[config.mk]
export PLATFORM = sky130hd
export DESIGN_NAME = gpio_controller
export DESIGN_NICKNAME = d
export VERILOG_FILES = /design/src/design/periph_pkg.sv /design/src/design/gpio_controller.sv
export VERILOG_INCLUDE_DIRS = /design/src /design/src/design
export SDC_FILE = /design/constraint.sdc
export NUM_CORES = 1
export LEC_CHECK = 0
export BUFFER_PORTS_ARGS = -buffer_cell sky130_fd_sc_hd__buf_2
export CAP_MARGIN = 5
export CORE_UTILIZATION = 35
export DETAILED_ROUTE_END_ITERATION = 8
export GPL_ROUTABILITY_DRIVEN = 1
export HOLD_SLACK_MARGIN = 0.03
export PLACE_DENSITY_LB_ADDON = 0.08
export RECOVER_POWER = 50
export REMOVE_ABC_BUFFERS = 1
export SKIP_LAST_GASP = 1
export SLEW_MARGIN = 5
export SYNTH_ARGS = -nofsm -noshare
export SYNTH_HDL_FRONTEND = slang
export SYNTH_SLANG_ARGS = --single-unit
[constraint.sdc]
create_clock -name clk -period 2.54 [get_ports clk]
set_input_delay 0.127 -clock clk [delete_from_list [all_inputs] [get_ports clk]]
set_output_delay 0.127 -clock clk [all_outputs]
set_load 0.01 [all_outputs]
[src/design/periph_config.svh]
`ifndef PERIPH_CONFIG_SVH
`define PERIPH_CONFIG_SVH

// upper nibble picks the slave
`define WINDOW_MASK 32'hF000_0000

// on-chip ram, 4 KiB window
`define RAM_BASE 32'h0000_0000
`define RAM_WORDS 1024
`define RAM_INDEX_BITS 10

// timer registers
`define TIMER_BASE 32'h1000_0000
`define TIMER_COUNT_OFS 4'h0
`define TIMER_COMPARE_OFS 4'h4
`define TIMER_STATUS_OFS 4'h8

// gpio registers
`define GPIO_BASE 32'h2000_0000
`define GPIO_OUT_OFS 4'h0
`define GPIO_IN_OFS 4'h4

`define ENABLE_PERIPHERAL_GPIO 1

`endif

[src/design/periph_pkg.sv]
`default_nettype none

package periph_pkg;

    typedef logic [31:0] word_t;  // data word
    typedef logic [31:0] addr_t;  // byte address

    // one-hot slave select, bit positions below
    typedef logic [2:0] slave_sel_t;

    localparam int sel_ram   = 0;
    localparam int sel_timer = 1;
    localparam int sel_gpio  = 2;

    // 66 bits
    typedef struct packed {
        logic  valid;  // one-cycle strobe
        logic  we;
        addr_t addr;
        word_t wdata;
    } bus_req_t;

    // 34 bits
    typedef struct packed {
        logic  ack;    // one-cycle pulse
        logic  err;    // unmapped address
        word_t rdata;
    } bus_rsp_t;

    localparam bus_rsp_t rsp_idle = '{
        ack:   1'b0,
        err:   1'b0,
        rdata: '0
    };

endpackage

`default_nettype wire

[src/design/gpio_controller.sv]
`timescale 1ns/1ps
`default_nettype none

`include "periph_config.svh"

module gpio_controller (
    input  logic                clk,
    input  logic                rst_n,
    input  periph_pkg::bus_req_t bus_req,
    output periph_pkg::bus_rsp_t bus_rsp,
    input  periph_pkg::word_t   gpio_in,
    output periph_pkg::word_t   gpio_out
);

    periph_pkg::word_t out_q;
    periph_pkg::word_t sync1_q;  // two-flop synchroniser
    periph_pkg::word_t sync2_q;
    periph_pkg::word_t in_q;     // IN register
    periph_pkg::word_t rdata_q;
    logic              ack_q;

    logic [3:0] offset;

    assign offset = bus_req.addr[3:0];

    always_ff @(posedge clk) begin
        sync1_q <= gpio_in;
        sync2_q <= sync1_q;
        in_q    <= sync2_q;
    end

    always_ff @(posedge clk) begin
        if (!rst_n) begin
            out_q <= '0;
            ack_q <= 1'b0;
        end else begin
            ack_q <= bus_req.valid;
            // IN is read-only, writes there just get acked
            if (bus_req.valid && bus_req.we && (offset == `GPIO_OUT_OFS)) begin
                out_q <= bus_req.wdata;
            end
        end
    end

    always_ff @(posedge clk) begin
        if (bus_req.valid) begin
            if (bus_req.we) begin
                rdata_q <= '0;
            end else if (offset == `GPIO_OUT_OFS) begin
                rdata_q <= out_q;
            end else if (offset == `GPIO_IN_OFS) begin
                rdata_q <= in_q;
            end else begin
                rdata_q <= '0;
            end
        end
    end

    assign gpio_out = out_q;

    always_comb begin
        bus_rsp.ack   = ack_q;
        bus_rsp.err   = 1'b0;
        bus_rsp.rdata = rdata_q;
    end

endmodule

`default_nettype wire

==> run_results.csv <==
group,metric,value,unit
run_status,status,"complete, but fails checks",
run_status,violations,"capacitance limit, slew limit",
worst_setup_path,crit_path_end_kind,"flip-flop",
die,row_count,41,
die,io_pins,166,
sta,tightestPinTransition,2.12,ns
route,ant_nets,0,
sta,final.setup.tns,0,ns
global_route,track_usage,15.5,%
clock_tree,htree_levels,4,
layout,utilization,52.2,%
die,start_util,36.3,%
sta,skew,0.00536,ns
layout,layout_common_cells,"135 x buf_2, 129 x dfxtp_1, 64 x nand2_1, 64 x dlygate4sd3_1",
placement,place.gp.congestion,0.671,
worst_setup_path,crit_family,"buffers and inverters",
global_route,grt_max_degree,35,
pwr,switching_share,20.0,%
global_route,use_met1,18.2,%
clock_tree,cts.reportedPaths.clkPinSlew,0.06,ns
global_route,use_met2,25.2,%
logic_synthesis,ys_ff_latch,161,
global_route,grt_remaining_overflow,0,
die,chipHeight,117,µm
worst_setup_path,crit_type,"in2reg",
pwr,p_per_area,792,nW/µm²
worst_setup_path,cp_slowest_stage_delay,1.52,ns
placement,portBuffers,136,
worst_setup_path,crit_buf_inv,2,
sta,maxSlewViolCount,68,
die,dieArea,13700,µm²
global_route,top_usage_layer,"met2",
global_route,grt_pass1_wl,15000,µm
route,dr.pass1.iters,4,
worst_setup_path,cp_cell_sequence,"buf_2, clkbuf_1",
route,vias,3151,
logic_synthesis,synth.distinct_cells,16,
die,core_area,12800,µm²
global_route,met3_usage,4.99,%
global_route,antenna_found_initial,0,
clock_tree,cts_tree,"built",
logic_synthesis,ys_seq_area_share,76.5,%
route,drt_iter0_drc,156,
sta,rsz0062_at_grt,"no",
logic_synthesis,yosysWarnings,0,
worst_setup_path,worstPathMaxFanout,33,
logic_synthesis,synth_flop_cell,"dfxtp_1",
clock_tree,root_buffer,"clkbuf_16",
sta,slew_headroom,-41.2,%
logic_synthesis,avgSynthCellArea,13.3,µm²
logic_synthesis,synthCells,349,
logic_synthesis,syn-cell-area,4630,µm²
die,die_w,117,µm
sta,finalSetupViolCount,0,
clock_tree,clock_latency,0.41,ns
placement,dp_hpwl,5800,µm
worst_setup_path,cp_slowest_cell,"clkbuf_1",
global_route,grt_pass1_vias,2975,
logic_synthesis,synth-edff-count,32,
pwr,vdd_drop_max,0.376,mV
sta,min_period,1.77,ns
route,vias_per_cell,4.27,
run,max-cap-violations,2,
route,route.detailed.drc,0,
clock_tree,clk_path_buf_depth,2,
layout,final_net_count,653,
pwr,p_sw,1.05,mW
sta,hold_viol,0,
pwr,total_power,5.28,mW
sta,hold_slack,0.153,ns
logic_synthesis,synth_top_area_share,55.7,%
worst_setup_path,critPathLaunchType,"input port",
clock_tree,cts_buffers,17,
layout,diodes,0,
layout,drive_gt1_share,30.4,%
clock_tree,cts_sinks,161,
sta,layout_worst_path_cycle_share,69.7,%
logic_synthesis,yosys-top-cells-area,"dfxtp_1 56%, edfxtp_1 21%, mux2i_1 6.9%",
min_path,hp-class,"in2reg",
layout,layout_commonest_cell,"buf_2",
pwr,clkPwrFrac,43.4,%
route,wirelength,9740,µm
pwr,sequentialPowerShare,51.8,%
sta,clock.fmax,0.565,GHz
pwr,pwr-share-comb,4.8,%
clock_tree,cts_setup_buffers,0,
worst_setup_path,worstPathArrival,1.76,ns
logic_synthesis,yosys.area.top_type,"dfxtp_1",
pwr,leakagePower,2.86,nW
worst_setup_path,required,2.53,ns
layout,area_growth,44.0,%
route,wl_per_cell,13.2,µm
logic_synthesis,async_flop_share,0,%
pwr,p_int,4.23,mW
==> stage by stage <==
| stage | cells | setup slack (ns) | cell area [µm²] |
|---|---|---|---|
| after floorplan | 326 | -0.143 | 4520 |
| after CTS | 738 | 1.34 | 6680 |
| after detailed placement | 642 | 0.907 | 5500 |
| after global placement | 642 | 0.957 | 5500 |
| final | 738 | 0.769 | 6670 |
| after global routing | 738 | 0.657 | 6670 |
==> sequential cells by signal, indices dropped and copies added (netlist names) <==
name,cells
rdata_q,32
sync1_q,32
in_q,32
gpio_out,32
ack_q,1
sync2_q,32
==> worst register-to-register path, delay by kind of cell, from the launching register on <==
family             cells  cell delay [ns]
and+or+nand+nor        1             0.06
DFF                    1             0.33
AOI/OAI and AO/OA      1             0.19
==> power groups by stage <==
stage / registers (mW) / clock network, mW / logic, mW
final: 2.74 / 2.29 / 0.256
after global routing: 2.74 / 2.48 / 0.284
after CTS: 2.73 / 2.36 / 0.260
after detailed placement: 2.79 / 0 / 0.183
after global placement: 2.79 / 0 / 0.182
after floorplan: 2.80 / 0 / 0.0332
==> Yosys cell counts (2+ instances only) <==
library cell	number
edfxtp_1	32
nand2_1	64
dfxtp_1	129
buf_4	2
mux2i_1	32
clkbuf_1	16
nor2_1	32
a22oi_1	32
buf_6	3
==> area by class of cell <==
cell class	count	area, µm²
Multi-Input combinational cell	165	983
Sequential cell	161	3540
Clock inverter	6	30.0
Clock buffer	26	510
Fill cell	1126	6100
Timing Repair Buffer	208	1390
Tap cell	172	215
==> routing by layer <==
layer  routed length, µm  part of all wire, %  vias to the layer above
met2                4680                   48                       97
met3                 483                  5.0                       19
met5                   0                    0                        -
li1                    -                    -                     1584
met1                4370                   45                     1451
met4                 211                  2.2                        0
==> kinds of logic after synthesis <==
| kind of cell | count (synthesis) | share of synthesized area, % |
|---|---|---|
| simple gates | 100 | 8.83 |
| flops | 161 | 76.5 |
| other cells | 1 | 0.0809 |
| mux | 32 | 6.91 |
| buf+inv | 23 | 2.54 |
| compound gates | 32 | 5.18 |
==> what timing repair did <==
item,in CTS,in global routing
hold buffers,64,0
resized for setup,0,0
hold endpoints to repair,64,0
==> worst paths after layout <==
path,from,slack [ns],depth (start not counted),to
setup / recovery,bus_req[65],0.77,2,rdata_q[6]
hold / removal,bus_req[64],0.15,3,gpio_out[19]
setup reg to reg,gpio_out[8],1.70,2,rdata_q[8]
hold reg to reg,sync2_q[5],0.32,0,in_q[5]
No activity file was read; power rests on OpenSTA's default activity.
