`src/design/periph_config.svh`:
```
`ifndef PERIPH_CONFIG_SVH
`define PERIPH_CONFIG_SVH

// upper nibble picks the slave
`define WINDOW_MASK 32'hF000_0000

// on-chip ram, 4 KiB window
`define RAM_BASE 32'h0000_0000
`define RAM_WORDS 1024
`define RAM_INDEX_BITS 10

// timer registers
`define TIMER_BASE 32'h1000_0000
`define TIMER_COUNT_OFS 4'h0
`define TIMER_COMPARE_OFS 4'h4
`define TIMER_STATUS_OFS 4'h8

// gpio registers
`define GPIO_BASE 32'h2000_0000
`define GPIO_OUT_OFS 4'h0
`define GPIO_IN_OFS 4'h4

`define ENABLE_PERIPHERAL_GPIO 1

`endif

```
`src/design/periph_pkg.sv`:
```
`default_nettype none

package periph_pkg;

    typedef logic [31:0] word_t;  // data word
    typedef logic [31:0] addr_t;  // byte address

    // one-hot slave select, bit positions below
    typedef logic [2:0] slave_sel_t;

    localparam int sel_ram   = 0;
    localparam int sel_timer = 1;
    localparam int sel_gpio  = 2;

    // 66 bits
    typedef struct packed {
        logic  valid;  // one-cycle strobe
        logic  we;
        addr_t addr;
        word_t wdata;
    } bus_req_t;

    // 34 bits
    typedef struct packed {
        logic  ack;    // one-cycle pulse
        logic  err;    // unmapped address
        word_t rdata;
    } bus_rsp_t;

    localparam bus_rsp_t rsp_idle = '{
        ack:   1'b0,
        err:   1'b0,
        rdata: '0
    };

endpackage

`default_nettype wire

```
`src/design/timer_controller.sv`:
```
`timescale 1ns/1ps
`default_nettype none

`include "periph_config.svh"

module timer_controller (
    input  logic                clk,
    input  logic                rst_n,
    input  periph_pkg::bus_req_t bus_req,
    output periph_pkg::bus_rsp_t bus_rsp,
    output logic                irq
);

    periph_pkg::word_t count_q;
    periph_pkg::word_t compare_q;
    logic              status_q;  // sticky compare hit
    logic              ack_q;
    periph_pkg::word_t rdata_q;

    logic [3:0] offset;
    logic       wr_count;
    logic       wr_compare;
    logic       clr_status;

    assign offset     = bus_req.addr[3:0];
    assign wr_count   = bus_req.valid && bus_req.we && (offset == `TIMER_COUNT_OFS);
    assign wr_compare = bus_req.valid && bus_req.we && (offset == `TIMER_COMPARE_OFS);
    assign clr_status = bus_req.valid && bus_req.we && (offset == `TIMER_STATUS_OFS) &&
                        bus_req.wdata[0];

    always_ff @(posedge clk) begin
        if (!rst_n) begin
            count_q   <= '0;
            compare_q <= '1;
            status_q  <= 1'b0;
        end else begin
            count_q <= wr_count ? bus_req.wdata : count_q + 1'b1;
            if (wr_compare) begin
                compare_q <= bus_req.wdata;
            end
            // a hit in the same cycle as the clear wins
            if (count_q == compare_q) begin
                status_q <= 1'b1;
            end else if (clr_status) begin
                status_q <= 1'b0;
            end
        end
    end

    always_ff @(posedge clk) begin
        if (bus_req.valid) begin
            rdata_q <= '0;
            if (!bus_req.we) begin
                case (offset)
                    `TIMER_COUNT_OFS:   rdata_q <= count_q;  // value in N+1
                    `TIMER_COMPARE_OFS: rdata_q <= compare_q;
                    `TIMER_STATUS_OFS:  rdata_q <= {31'b0, status_q};
                    default:            rdata_q <= '0;
                endcase
            end
        end
    end

    always_ff @(posedge clk) begin
        if (!rst_n) begin
            ack_q <= 1'b0;
        end else begin
            ack_q <= bus_req.valid;
        end
    end

    assign irq = status_q;

    always_comb begin
        bus_rsp.ack   = ack_q;
        bus_rsp.err   = 1'b0;
        bus_rsp.rdata = rdata_q;
    end

endmodule

`default_nettype wire

```
`config.mk`:
```
export PLATFORM = sky130hd
export DESIGN_NAME = timer_controller
export DESIGN_NICKNAME = d
export VERILOG_FILES = /design/src/design/periph_pkg.sv /design/src/design/timer_controller.sv
export VERILOG_INCLUDE_DIRS = /design/src /design/src/design
export SDC_FILE = /design/constraint.sdc
export NUM_CORES = 1
export LEC_CHECK = 0
export BUFFER_PORTS_ARGS = -buffer_cell sky130_fd_sc_hd__buf_2
export CAP_MARGIN = 20
export CORE_MARGIN = 10
export CORE_UTILIZATION = 35
export DETAILED_ROUTE_END_ITERATION = 12
export PLACE_DENSITY_LB_ADDON = 0.15
export REMOVE_ABC_BUFFERS = 1
export SYNTH_ARGS = -nofsm -noshare
export SYNTH_HDL_FRONTEND = slang
export SYNTH_SLANG_ARGS = --single-unit
```
`constraint.sdc`:
```
create_clock -name clk -period 3.22 [get_ports clk]
set_input_delay 0.161 -clock clk [delete_from_list [all_inputs] [get_ports clk]]
set_output_delay 0.161 -clock clk [all_outputs]
set_load 0.1 [all_outputs]
```
==> flow_summary.toml <==
[status]
status = "finished clean"

[placement]
io_buffers = 73
place_inst = 721
dp_hpwl_mm = 8.244
place_area_sq_mm = 0.005121
gp_congestion = 0.7697

[hold_path]
hold_path_class = "primary input to register"
whs_path_depth = 3

[pwr]
power_frac_comb = 0.100
internal-power_uw = 2067
pwr-share-seq = 0.481
p_sw_uw = 687.9
sw_frac_of_total = 0.2497
p_leak_uw = 0.002052
peakVddDrop_mv = 0.1983
power_density_mw_per_mm2 = 506.6
pwr-share-clk = 0.419

[cts]
cts_tree = "done"
cts_sinks = 98
htree_levels = 3
cts_setup_buffers = 0
cts_buffers = 9
cts_hold_buf = 0
worstSkewPairLatency_ns = 0.34
root_buffer = "clkbuf_16"
clk_pin_slew_ns = 0.07
cts_max_path_buffers = 2
cts_resized = 0

[timing]
finClkSkew_ns = 0.008619
rsz0062_at_grt = "no"
post-route-min-period_ns = 2.067
clock.fmax_mhz = 483.9
worst_slew_pin_slew_ns = 0.6380
finalHoldViolCount = 0
maxSlewHeadroom = 0.5742
finalCritPeriodShare = 0.6418
setup_violations = 0
drv_slew = 0

[logic_synthesis]
avgSynthCellArea_sq_um = 9.131
syn-cell-area_sq_mm = 0.004602
synthTopCellsByArea = "dfxtp_1, edfxtp_1, xnor2_1"
ys_ff_latch = 98
yosysTopAreaCellShare = 0.2871
synth_area_leader_cell = "dfxtp_1"
seq_area_frac_synth = 0.4959
synth_cell_types = 37
yosys_warnings = 0
netlist_instances = 504

[final_layout]
final_cells = 738
nets = 629
final_cell_area_sq_mm = 0.005438
drive_gt1_frac = 0.1823
area_delta_synth_final_pct = 18.16

[floorplan]
die_w_um = 134.7
dieArea_sq_mm = 0.01813
fp.dieH_um = 134.7
ios = 103
initial_core_util = 0.3603
rows = 41
core_sq_mm = 0.01277

[global_route]
busiest_layer = "met2"
grt_pass1_vias = 3779
grt_overflow = 0
use_met1 = 0.1608
grt_use_met2 = 0.2353
grt_use_total = 0.1373
antenna_found_initial = 1
grt_max_degree = 64
grt_first_pass_wirelength_mm = 19.83
grt_util_met3 = 0.02893

[flow_run]
drv_cap = 0

[critical_path]
cp.required_ns = 3.48
cp-end-kind = "register"
worstPathMaxFanout = 7
critPathArrivalTime_ns = 2.32
startpoint_type = "register"
r2r_setup_slack_ns = 1.15
critPathKind = "register to register"
reg2reg_depth = 6

[route]
drt_iter0_markers = 242
drc = 0
drt-vias-per-instance = 4.942
routedWlPerCell_um = 16.64
routed_wl_mm = 12.28
route.antenna.remaining_nets = 0
via_count = 3647
firstDrtPassIters = 4
## Yosys cell counts
cell	number
edfxtp_1	32
nor2_1	54
a2111o_1	1
nor2b_1	2
nor4b_1	1
or2_2	1
inv_1	4
nand4_4	1
and3_1	3
and2_1	3
nor3_2	2
a22oi_1	32
or3_1	1
buf_2	3
mux2i_1	2
a31oi_1	1
and4_1	4
nor4_2	1
nand2_1	74
nor4_4	1
nor4_1	3
xnor2_1	42
dfxtp_1	66
nand3_1	45
buf_4	2
nor4b_2	1
o21ai_0	19
a21oi_1	18
nor3_1	2
conb_1	1
ha_1	1
xor2_1	19
nand3_2	1
a211oi_1	13
clkbuf_1	29
nand4_1	17
buf_1	2
## critical path: stages (launching register included)
cell,delay [ns]
dfxtp_1,0.44
ha_1,0.22
nand3_1,0.28
nor3_2,0.48
nand3_1,0.16
xor2_1,0.18
a211oi_1,0.22
## cells by family after synthesis
| group | share of synthesized area |
|---|---|
| buffers and inverters | 0.03507 |
| adders and majority gates | 0.002718 |
| muxes | 0.004350 |
| AOI/OAI and AO/OA | 0.1175 |
| other | 0.0008149 |
| xor gates and xnor gates | 0.1161 |
| and+or+nand+nor | 0.2276 |
| DFF | 0.4959 |
## metrics by stage
stage	hold slack, ns	setup TNS [ns]	worst slack, ns	total power, uW	utilization
floorplan	0.2328	-15.35	-0.5442	1535	-
global route	0.05037	0	0.9027	2835	0.4255
detailed placement	0.3882	0	1.124	1631	0.4009
global placement	0.3832	0	1.197	1629	0.4009
CTS	0.03212	0	1.122	2779	0.4255
finish	0.04266	0	1.154	2755	0.4257
## per-layer routing
metal | vias to the layer above | routed length, um
met5 | - | 0
met2 | 71 | 6151
met1 | 1680 | 5347
li1 | 1885 | -
met3 | 11 | 617
met4 | 0 | 166
## cells in the final DEF (no fill, tap or decap), types with 2 or more instances in the layout
master / Yosys / final
a211oi_1: 13 / 13
a21oi_1: 18 / 18
a22oi_1: 32 / 32
and2_1: 3 / 3
and3_1: 3 / 3
and4_1: 4 / 4
buf_2: 3 / 73
buf_4: 2 / 8
bufinv_16: 0 / 2
clkbuf_1: 29 / 3
clkbuf_16: 0 / 9
dfxtp_1: 66 / 66
edfxtp_1: 32 / 32
inv_1: 4 / 4
mux2i_1: 2 / 2
nand2_1: 74 / 74
nand3_1: 45 / 44
nand3_2: 1 / 2
nand4_1: 17 / 17
nor2_1: 54 / 54
nor3_1: 2 / 2
nor3_2: 2 / 2
nor4_1: 3 / 3
nor4_4: 1 / 2
o21ai_0: 19 / 19
xnor2_1: 42 / 42
xor2_1: 19 / 19
## power groups by stage
stage / clock (uW) / sequential (uW) / combinational [uW]
final: 1150 / 1320 / 276
after global routing: 1210 / 1330 / 296
after CTS: 1170 / 1320 / 280
after detailed placement: 0 / 1350 / 279
after global placement: 0 / 1350 / 278
after floorplan: 0 / 1470 / 64.0
## layout make-up
class                           count  area (sq um)
Tap cell                          172         215.2
Clock buffer                       13         250.2
Sequential cell                    98          2282
Antenna cell                        1         2.502
Multi-Input combinational cell    366          2183
Inverter                            4         15.01
Fill cell                        1314          7336
Clock inverter                      3         63.81
Timing Repair Buffer               81         425.4
## sequential cells by signal (all words and copies together), names as in the netlist
name       cells
count_q       32
ack_q          1
rdata_q       32
compare_q     32
irq            1
## final timing paths
path	startpoint	endpoint
max	count_q[0]$_SDFF_PN0_	count_q[18]$_SDFF_PN0_
max reg2reg	count_q[0]$_SDFF_PN0_	count_q[18]$_SDFF_PN0_
min	bus_req[26]	compare_q[26]$_SDFFE_PN1P_
min reg2reg	compare_q[17]$_SDFFE_PN1P_	compare_q[17]$_SDFFE_PN1P_
Note: power is estimated with default switching activity, not from simulation.
