==> config.mk <==
export PLATFORM = sky130hd
export DESIGN_NAME = data_bus
export DESIGN_NICKNAME = d
export VERILOG_FILES = /design/src/design/periph_pkg.sv /design/src/design/data_bus.sv
export VERILOG_INCLUDE_DIRS = /design/src /design/src/design
export SDC_FILE = /design/constraint.sdc
export NUM_CORES = 1
export LEC_CHECK = 0
export ABC_CLOCK_PERIOD_IN_PS = 1450
export BUFFER_PORTS_ARGS = -buffer_cell sky130_fd_sc_hd__buf_2
export CORE_AREA = 3 3 157 159
export CTS_CLUSTER_DIAMETER = 60
export DETAILED_ROUTE_END_ITERATION = 6
export DIE_AREA = 0 0 160 162
export PLACE_DENSITY_LB_ADDON = 0.3
export SETUP_SLACK_MARGIN = 0.1
export SLEW_MARGIN = 20
export SYNTH_ARGS = -nofsm -noshare
export SYNTH_HDL_FRONTEND = slang
export SYNTH_SLANG_ARGS = --single-unit
==> constraint.sdc <==
create_clock -name clk -period 1.45 [get_ports clk]
set_clock_uncertainty 0.05 [all_clocks]
set_input_delay 0.29 -clock clk [delete_from_list [all_inputs] [get_ports clk]]
set_output_delay 0.29 -clock clk [all_outputs]
set_load 0.01 [all_outputs]
==> src/design/periph_config.svh <==
`ifndef PERIPH_CONFIG_SVH
`define PERIPH_CONFIG_SVH

// upper nibble picks the slave
`define WINDOW_MASK 32'hF000_0000

// on-chip ram, 4 KiB window
`define RAM_BASE 32'h0000_0000
`define RAM_WORDS 1024
`define RAM_INDEX_BITS 10

// timer registers
`define TIMER_BASE 32'h1000_0000
`define TIMER_COUNT_OFS 4'h0
`define TIMER_COMPARE_OFS 4'h4
`define TIMER_STATUS_OFS 4'h8

// gpio registers
`define GPIO_BASE 32'h2000_0000
`define GPIO_OUT_OFS 4'h0
`define GPIO_IN_OFS 4'h4

`define ENABLE_PERIPHERAL_GPIO 1

`endif

==> src/design/periph_pkg.sv <==
`default_nettype none

package periph_pkg;

    typedef logic [31:0] word_t;  // data word
    typedef logic [31:0] addr_t;  // byte address

    // one-hot slave select, bit positions below
    typedef logic [2:0] slave_sel_t;

    localparam int sel_ram   = 0;
    localparam int sel_timer = 1;
    localparam int sel_gpio  = 2;

    // 66 bits
    typedef struct packed {
        logic  valid;  // one-cycle strobe
        logic  we;
        addr_t addr;
        word_t wdata;
    } bus_req_t;

    // 34 bits
    typedef struct packed {
        logic  ack;    // one-cycle pulse
        logic  err;    // unmapped address
        word_t rdata;
    } bus_rsp_t;

    localparam bus_rsp_t rsp_idle = '{
        ack:   1'b0,
        err:   1'b0,
        rdata: '0
    };

endpackage

`default_nettype wire

==> src/design/data_bus.sv <==
`timescale 1ns/1ps
`default_nettype none

`include "periph_config.svh"

module data_bus (
    input  logic                clk,
    input  logic                rst_n,
    input  periph_pkg::bus_req_t cpu_req,
    output periph_pkg::bus_rsp_t cpu_rsp,
    output periph_pkg::bus_req_t ram_req,
    output periph_pkg::bus_req_t timer_req,
    output periph_pkg::bus_req_t gpio_req,
    input  periph_pkg::bus_rsp_t ram_rsp,
    input  periph_pkg::bus_rsp_t timer_rsp,
    input  periph_pkg::bus_rsp_t gpio_rsp
);

    periph_pkg::addr_t      window;
    periph_pkg::slave_sel_t hit;
    logic                   miss;

    periph_pkg::bus_req_t   req_q;   // shared payload towards the slaves
    periph_pkg::slave_sel_t sel_q;   // slave valid bits, cycle N+1
    periph_pkg::slave_sel_t sel_d2;  // response steering, cycle N+2
    logic                   err_d1;
    logic                   err_d2;

    assign window = cpu_req.addr & `WINDOW_MASK;

    always_comb begin
        hit = '0;
        if (cpu_req.valid) begin
            hit[periph_pkg::sel_ram]   = (window == `RAM_BASE);
            hit[periph_pkg::sel_timer] = (window == `TIMER_BASE);
            // gpio window falls through to err when the block is left out
            hit[periph_pkg::sel_gpio]  = (window == `GPIO_BASE) &&
                                         (`ENABLE_PERIPHERAL_GPIO != 0);
        end
    end

    assign miss = cpu_req.valid && (hit == '0);

    always_ff @(posedge clk) begin
        if (!rst_n) begin
            sel_q  <= '0;
            sel_d2 <= '0;
            err_d1 <= 1'b0;
            err_d2 <= 1'b0;
        end else begin
            sel_q  <= hit;
            sel_d2 <= sel_q;
            err_d1 <= miss;
            err_d2 <= err_d1;
        end
    end

    always_ff @(posedge clk) begin
        if (cpu_req.valid) begin
            req_q <= cpu_req;
        end
    end

    always_comb begin
        ram_req         = req_q;
        ram_req.valid   = sel_q[periph_pkg::sel_ram];
        timer_req       = req_q;
        timer_req.valid = sel_q[periph_pkg::sel_timer];
        gpio_req        = req_q;
        gpio_req.valid  = sel_q[periph_pkg::sel_gpio];
    end

    // slave responses are already registered, steer them straight through
    always_comb begin
        cpu_rsp = periph_pkg::rsp_idle;
        if (err_d2) begin
            cpu_rsp.ack = 1'b1;
            cpu_rsp.err = 1'b1;
        end else if (sel_d2[periph_pkg::sel_ram]) begin
            cpu_rsp = ram_rsp;
        end else if (sel_d2[periph_pkg::sel_timer]) begin
            cpu_rsp = timer_rsp;
        end else if (sel_d2[periph_pkg::sel_gpio]) begin
            cpu_rsp = gpio_rsp;
        end
    end

endmodule

`default_nettype wire

==> results.json, run 1 <==
{
  "status": "finished, violations left",
  "failed_checks": "setup timing",
  "drv.max_cap_violation_count": 0,
  "tritoncts_num_sinks": 73,
  "whs_endpoint": "gpio_req[3]",
  "synth.yosys.warnings": 0,
  "chipWidth_um": 160,
  "dr_wl_met3_um": 1590,
  "maxSlewHeadroom": 0.794,
  "power_density_nw_per_um2": 928,
  "grt_setup_unrepaired": "true",
  "drt_drc_violations_left": 0,
  "layout_worst_path_cycle_share": 1.25,
  "timing.hold.worst.start": "cpu_req[3]",
  "worst_ep_required_time_ns": 1.11,
  "p_sw_w": 0.00161,
  "switching_share": 0.281,
  "gp_congestion": 0.827,
  "power_frac_clock": 0.359,
  "rr_startpoint": "sel_q[2]",
  "power.static_leakage_nw": 2.89,
  "clock_path_buffers": 2,
  "vdd_drop_max_mv": 0.449,
  "ioPinCount": 402,
  "port_buffers": 401,
  "area_growth_from_synthesis_to_final_layout_pct": 42.3,
  "tritoncts": "built",
  "cts-hold-fix-buffers": 0,
  "seq_area_frac_synth": 0.486,
  "worst-r2r-cell-count": 1,
  "critical_path_buf_inv_count": 2,
  "place_ws_ns": -0.00902,
  "met1_length_um": 5780,
  "crit_path_start_kind": "register",
  "pwr-share-comb": 0.189,
  "gr_overflow_total": 0,
  "async_reset_ff_frac": 0,
  "met2_routed_wl_um": 7670,
  "tritoncts.num_buffers": 9,
  "postRouteAntennaNets": 0,
  "internal_power_w": 0.00413,
  "antenna-diode-count": 0,
  "report.final.hold_viol_count": 0,
  "place_area_um2": 5850,
  "syn-mean-instance-area_um2": 11.7,
  "finalCriticalPeriod_ns": 1.81,
  "critical_path.reg2reg.endpoint": "sel_d2[2]",
  "final_cell_area_um2": 6190,
  "initialDrtViolationCount": 275,
  "synth.cell_area_um2": 4350,
  "critical_path.max_fanout": 33,
  "cts-root-buf": "clkbuf_16",
  "timing_max_transition_violations_final": 0,
  "routed_wirelength_um": 15300,
  "critPathSlowestCell": "dfxtp_2",
  "number_of_antenna_violations_at_the_first_check_in_global_routing": 1,
  "setup_ws_ns": -0.362,
  "core.rowCount": 56,
  "cpPeakStageDelay_ns": 0.38,
  "vias": 3637,
  "critical_path_arrival_ns": 1.47,
  "maxClockFrequency_mhz": 552,
  "worst_setup_path_end_kind": "primary output",
  "synth-edff-count": 65,
  "synth-seq-cells": 73,
  "syn_nets": 543,
  "dp.final_hpwl_um": 12600,
  "netlist-cell-type-count": 21,
  "design.core.area_um2": 23400,
  "nNetsFinal": 814,
  "route.detailed.wl_per_inst_um": 15.8,
  "route.detailed.vias_per_inst": 3.76,
  "predominant_post_synthesis_flop_cell": "edfxtp_1",
  "ordered_cell_list_for_the_critical_path": "buf_12 -> a21oi_1 -> a221oi_1 -> buf_2",
  "share_of_post_route_cells_with_drive_strength_above_1": 0.733,
  "design.die.area_um2": 25900,
  "cts.htree.levels": 3,
  "grt_max_degree": 35,
  "clk_pin_slew_worst_paths_ns": 0.06,
  "clock_latency_ns": 0.33,
  "grt_pass1_vias": 3554,
  "setup_violations": 34,
  "global_route_wire_length_before_repair_um": 21400,
  "cpLargestDelayFamily": "flip-flops",
  "hp-class": "in -> reg",
  "grt_use_total": 0.109,
  "worst-r2r-setup-slack_ns": 0.83,
  "initial_utilization": 0.186,
  "netlist_instances": 373,
  "top_signal_layer_used": "met5",
  "worstSetupPathType": "reg -> out",
  "die_height_um": 162,
  "total_power_after_layout_w": 0.00574,
  "timing_worst_slew_pin_value_ns": 0.309,
  "dr.pass1.iters": 4,
  "sequentialPowerShare": 0.452,
  "depth_of_the_worst_hold_timing_path": 1
}
[cell usage in the layout, fill, tap and decap left out, drive strengths merged, types with 2 or more instances in the layout]
| cell | count |
|---|---|
| a31oi | 2 |
| clkbuf | 10 |
| inv | 33 |
| and2 | 4 |
| nor3b | 4 |
| nand3b | 34 |
| buf | 412 |
| dfxtp | 8 |
| nand2 | 3 |
| clkinvlp | 4 |
| a21oi | 32 |
| edfxtp | 65 |
| a221oi | 32 |
| nor2 | 2 |
[sequential cells by signal (all words and copies together) (netlist names)]
register and flops:
err_d2 1, sel_d2 3, gpio_req 65, sel_q 3, err_d1 1
[how the worst max path moves through the flow]
stage / slack, ns / to / startpoint / cells past startpoint
2_1_floorplan: 0.06 / cpu_rsp[9] / sel_d2[2] / 4
3_3_place_gp: 0.004 / cpu_rsp[5] / sel_d2[1] / 4
3_5_place_dp: -0.009 / cpu_rsp[5] / sel_d2[1] / 4
4_1_cts: -0.38 / cpu_rsp[5] / sel_d2[1] / 4
5_1_grt: -0.45 / cpu_rsp[25] / sel_d2[1] / 4
6_report: -0.36 / cpu_rsp[5] / sel_d2[1] / 4
[per-stage QoR]
step	hold slack, ns	util	instances	TNS, ns
after detailed placement	0.372	0.250	952	-0.00902
after global placement	0.363	0.250	952	0
after global routing	0.0478	0.264	968	-13.42
after CTS	0.0496	0.264	968	-11.27
after floorplan	0.316	-	373	0
final	0.0734	0.264	968	-10.60
[power by group through the flow]
stage,Combinational [W],Clock (W),Sequential (W)
floorplan,0.000624,0,0.00268
global placement,0.00109,0,0.00264
detailed placement,0.00109,0,0.00264
CTS,0.00110,0.00217,0.00261
global route,0.00116,0.00226,0.00262
finish,0.00108,0.00206,0.00260
[Yosys cell counts, types with 2 or more instances]
| library cell | instances | area, um^2 |
|---|---|---|
| buf_2 | 15 | 75.1 |
| dfxtp_1 | 8 | 160 |
| clkbuf_1 | 3 | 11.3 |
| nand3b_1 | 34 | 255 |
| edfxtp_1 | 65 | 1950 |
| inv_1 | 32 | 120 |
| and2_1 | 4 | 25.0 |
| a221oi_1 | 9 | 78.8 |
| a31oi_1 | 2 | 12.5 |
| a21oi_2 | 16 | 140 |
| a221oi_2 | 23 | 345 |
| nor3b_1 | 4 | 30.0 |
| nand2_1 | 3 | 11.3 |
| a21oi_1 | 16 | 80.1 |
| nor2_1 | 2 | 7.51 |
| buf_6 | 2 | 22.5 |
| buf_4 | 131 | 983 |
[final cells by class]
class | count | area, um^2
Inverter | 32 | 120
Multi-Input combinational cell | 116 | 1050
Clock buffer | 10 | 229
Tap cell | 319 | 399
Fill cell | 2535 | 17200
Timing Repair Buffer | 412 | 2230
Clock inverter | 6 | 43.8
Sequential cell | 73 | 2120
[what timing repair did]
item	4_1_cts	5_1_grt
setup buffers	0	0
cloned	0	0
endpoints found under the setup margin	53	66
gates resized for setup	15	2
pin swaps	0	1
[per-layer routing]
metal  track usage  vias to the layer above
met5             0                        -
met4        0.0339                        2
met3        0.0393                       14
met2         0.193                      254
met1         0.122                     1642
li1              -                     1725
[logic make-up (layout without fill, tap and decap cells)]
kind of cell           Yosys count  after routing  synth area share
AO/OA/AOI/OAI                   67             67             0.153
AND/OR/NAND/NOR                 49             49            0.0794
flip-flops                      73             73             0.486
buffers and inverters          184            460             0.282
(Power assumes the default switching activity.)
==> inputs of run 2 (changes only) <==
--- a/config.mk
+++ b/config.mk
@@ -6,13 +6,13 @@
 export SDC_FILE = /design/constraint.sdc
 export NUM_CORES = 1
 export LEC_CHECK = 0
+export ABC_AREA = 1
 export ABC_CLOCK_PERIOD_IN_PS = 1450
 export BUFFER_PORTS_ARGS = -buffer_cell sky130_fd_sc_hd__buf_2
-export CORE_AREA = 3 3 157 159
-export CTS_CLUSTER_DIAMETER = 60
+export CORE_AREA = 3 3 156 158
 export DETAILED_ROUTE_END_ITERATION = 6
-export DIE_AREA = 0 0 160 162
-export PLACE_DENSITY_LB_ADDON = 0.3
+export DIE_AREA = 0 0 159 161
+export PLACE_DENSITY_LB_ADDON = 0.15
 export SETUP_SLACK_MARGIN = 0.1
 export SLEW_MARGIN = 20
 export SYNTH_ARGS = -nofsm -noshare
==> run 2 against run 1 <==
Compared with the run above: the flow still finishes with violations (setup timing); hold slack improved by 0.00059 ns; cell count up 4.1%; design area up 2.4%; global-route usage is 0.62 points higher; synthesized cell count is 3.8% higher; combinational power about the same; critical endpoint is now cpu_rsp[1]; largest cell class unchanged.
==> results.json, run 2 <==
{
  "routed_wirelength_um": 16300,
  "initialDrtViolationCount": 250,
  "maxSlewHeadroom": 0.830,
  "antenna-diode-count": 0,
  "ioPinCount": 402,
  "syn_nets": 557,
  "clock_latency_ns": 0.33,
  "nNetsFinal": 854,
  "failed_checks": "setup timing",
  "synth.cell_area_um2": 4050,
  "depth_of_the_worst_hold_timing_path": 1,
  "die_height_um": 161,
  "drv.max_cap_violation_count": 0,
  "tritoncts": "built",
  "maxClockFrequency_mhz": 570,
  "seq_area_frac_synth": 0.522,
  "crit_path_start_kind": "register",
  "finalCriticalPeriod_ns": 1.75,
  "report.final.hold_viol_count": 0,
  "status": "finished, violations left",
  "grt_max_degree": 41,
  "clk_pin_slew_worst_paths_ns": 0.07,
  "timing_max_transition_violations_final": 0,
  "clock_path_buffers": 2,
  "power_density_nw_per_um2": 961,
  "share_of_post_route_cells_with_drive_strength_above_1": 0.711,
  "area_growth_from_synthesis_to_final_layout_pct": 56.4,
  "worst-r2r-cell-count": 2,
  "syn-mean-instance-area_um2": 10.5,
  "netlist_instances": 387,
  "dp.final_hpwl_um": 12700,
  "synth.yosys.warnings": 0,
  "worstSetupPathType": "reg -> out",
  "gp_congestion": 0.849,
  "tritoncts_num_sinks": 73,
  "place_area_um2": 5620,
  "mostFrequentLayoutCells": "buf_2, edfxtp_1, a21oi_1",
  "drt_drc_violations_left": 0,
  "vdd_drop_max_mv": 0.592,
  "global_route_wire_length_before_repair_um": 22200,
  "chipWidth_um": 159,
  "vias": 3797,
  "cts.htree.levels": 3,
  "cts-root-buf": "clkbuf_16",
  "number_of_antenna_violations_at_the_first_check_in_global_routing": 2,
  "cts-hold-fix-buffers": 0,
  "core.rowCount": 56,
  "gr_overflow_total": 0,
  "hp-class": "in -> reg",
  "grt_use_total": 0.115,
  "yosys-top-cells-area": "edfxtp_1, buf_4, a21oi_1",
  "design.die.area_um2": 25600,
  "layout_worst_path_cycle_share": 1.21,
  "netlist-cell-type-count": 16,
  "grt_setup_unrepaired": "true",
  "largest_reg_flops": 65,
  "predominant_post_synthesis_flop_cell": "edfxtp_1",
  "power.static_leakage_nw": 3.03,
  "mostFrequentLayoutCell": "buf_2",
  "critical_path_arrival_ns": 1.41,
  "setup_ws_ns": -0.305,
  "fin_setup_tns_ns": -7.88,
  "postRouteAntennaNets": 0,
  "design.core.area_um2": 23300,
  "post-route-util": 0.272,
  "synth-edff-count": 65,
  "setup_violations": 34,
  "yosys-top-cells-count": "buf_4, a21oi_1, edfxtp_1, nand3_1, o21ai_0",
  "dr.pass1.iters": 4,
  "tritoncts.num_buffers": 9,
  "initial_utilization": 0.174,
  "route.detailed.wl_per_inst_um": 16.1,
  "timing_worst_slew_pin_value_ns": 0.256,
  "critical_path.max_fanout": 6,
  "port_buffers": 401,
  "route.detailed.vias_per_inst": 3.77,
  "worst_setup_path_end_kind": "primary output",
  "worst_ep_required_time_ns": 1.11,
  "async_reset_ff_frac": 0,
  "final_cell_area_um2": 6330,
  "grt_pass1_vias": 3623,
  "synth_top_area_share": 0.482,
  "yosysMostFrequentCell": "buf_4",
  "whs_ns": 0.0740,
  "yosys.area.top_type": "edfxtp_1",
  "synth-seq-cells": 73
}
## run 2: cell types whose count changed in the layout (fill, tap and decap cells not counted), moves of 5 or more
cell | before | now
nand3b_1 | 34 | 0
a21oi_1 | 16 | 44
a221oi_2 | 27 | 0
nand3_1 | 0 | 27
inv_1 | 32 | 6
o21ai_0 | 0 | 20
nand2_1 | 3 | 16
o21ai_1 | 0 | 12
buf_4 | 3 | 14
nand3_2 | 0 | 8
a221oi_1 | 5 | 0
## run 2: routing by layer
layer / vias up / track usage / wire [um]
met3: 23 / 0.0477 / 1640
li1: 1814 / - / -
met1: 1700 / 0.117 / 5600
met5: - / 0 / 34
met2: 256 / 0.214 / 8670
met4: 4 / 0.0358 / 326
## run 2: through the flow
step           setup WS [ns]  cells  total power [W]
5_1_grt               -0.354   1008          0.00641
6_report              -0.305   1008          0.00609
3_5_place_dp         -0.0919    984          0.00369
3_3_place_gp         -0.0878    984          0.00369
4_1_cts               -0.281   1002          0.00621
2_1_floorplan          0.229    387          0.00328
## run 2: critical path, cell delays in order, from the launching register on
cell and delay (ns):
dfxtp_4 0.42, buf_12 0.15, buf_12 0.12, a21oi_4 0.05, a21oi_2 0.18, buf_2 0.16
## run 2: worst paths after layout
kind | startpoint | end | slack [ns]
worst max-delay path | sel_d2[1] | cpu_rsp[1] | -0.30
worst min-delay path | cpu_req[49] | gpio_req[49] | 0.07
worst max register to register | sel_q[1] | sel_d2[1] | 0.89
worst min register to register | err_d1 | err_d2 | 0.37
## run 2: area by class of cell
type                    instances  area [um^2]
fillers                      2552        16900
repair buffers                434         2490
flip-flops and latches         73         2120
multi-input cells             154          903
well taps                     319          399
clock buffers                   9          225
clock inverters                 7          101
inverters                       9         53.8
repair inverters                3         32.5
## run 2: power by group
group / switching (W) / total [W] / internal [W]
Sequential: 0.000125 / 0.00259 / 0.00246
Combinational: 0.000562 / 0.00106 / 0.000498
Clock: 0.000917 / 0.00244 / 0.00153
Total: 0.00160 / 0.00609 / 0.00448
## run 2: what timing repair did
| action | CTS | global route |
|---|---|---|
| endpoints found under the setup margin | 47 | 52 |
| gates cloned | 2 | 5 |
| resized for setup | 26 | 43 |
| pin swaps | 3 | 16 |
| buffers inserted | 0 | 1 |
## run 2: logic make-up (layout without fill, tap and decap cells)
group                  Yosys count  count (layout)  share of synthesized area
AOI/OAI and AO/OA               99              99                      0.122
DFF                             73              73                      0.522
and+or+nand+nor                 55              55                     0.0621
buffers and inverters          160             462                      0.294
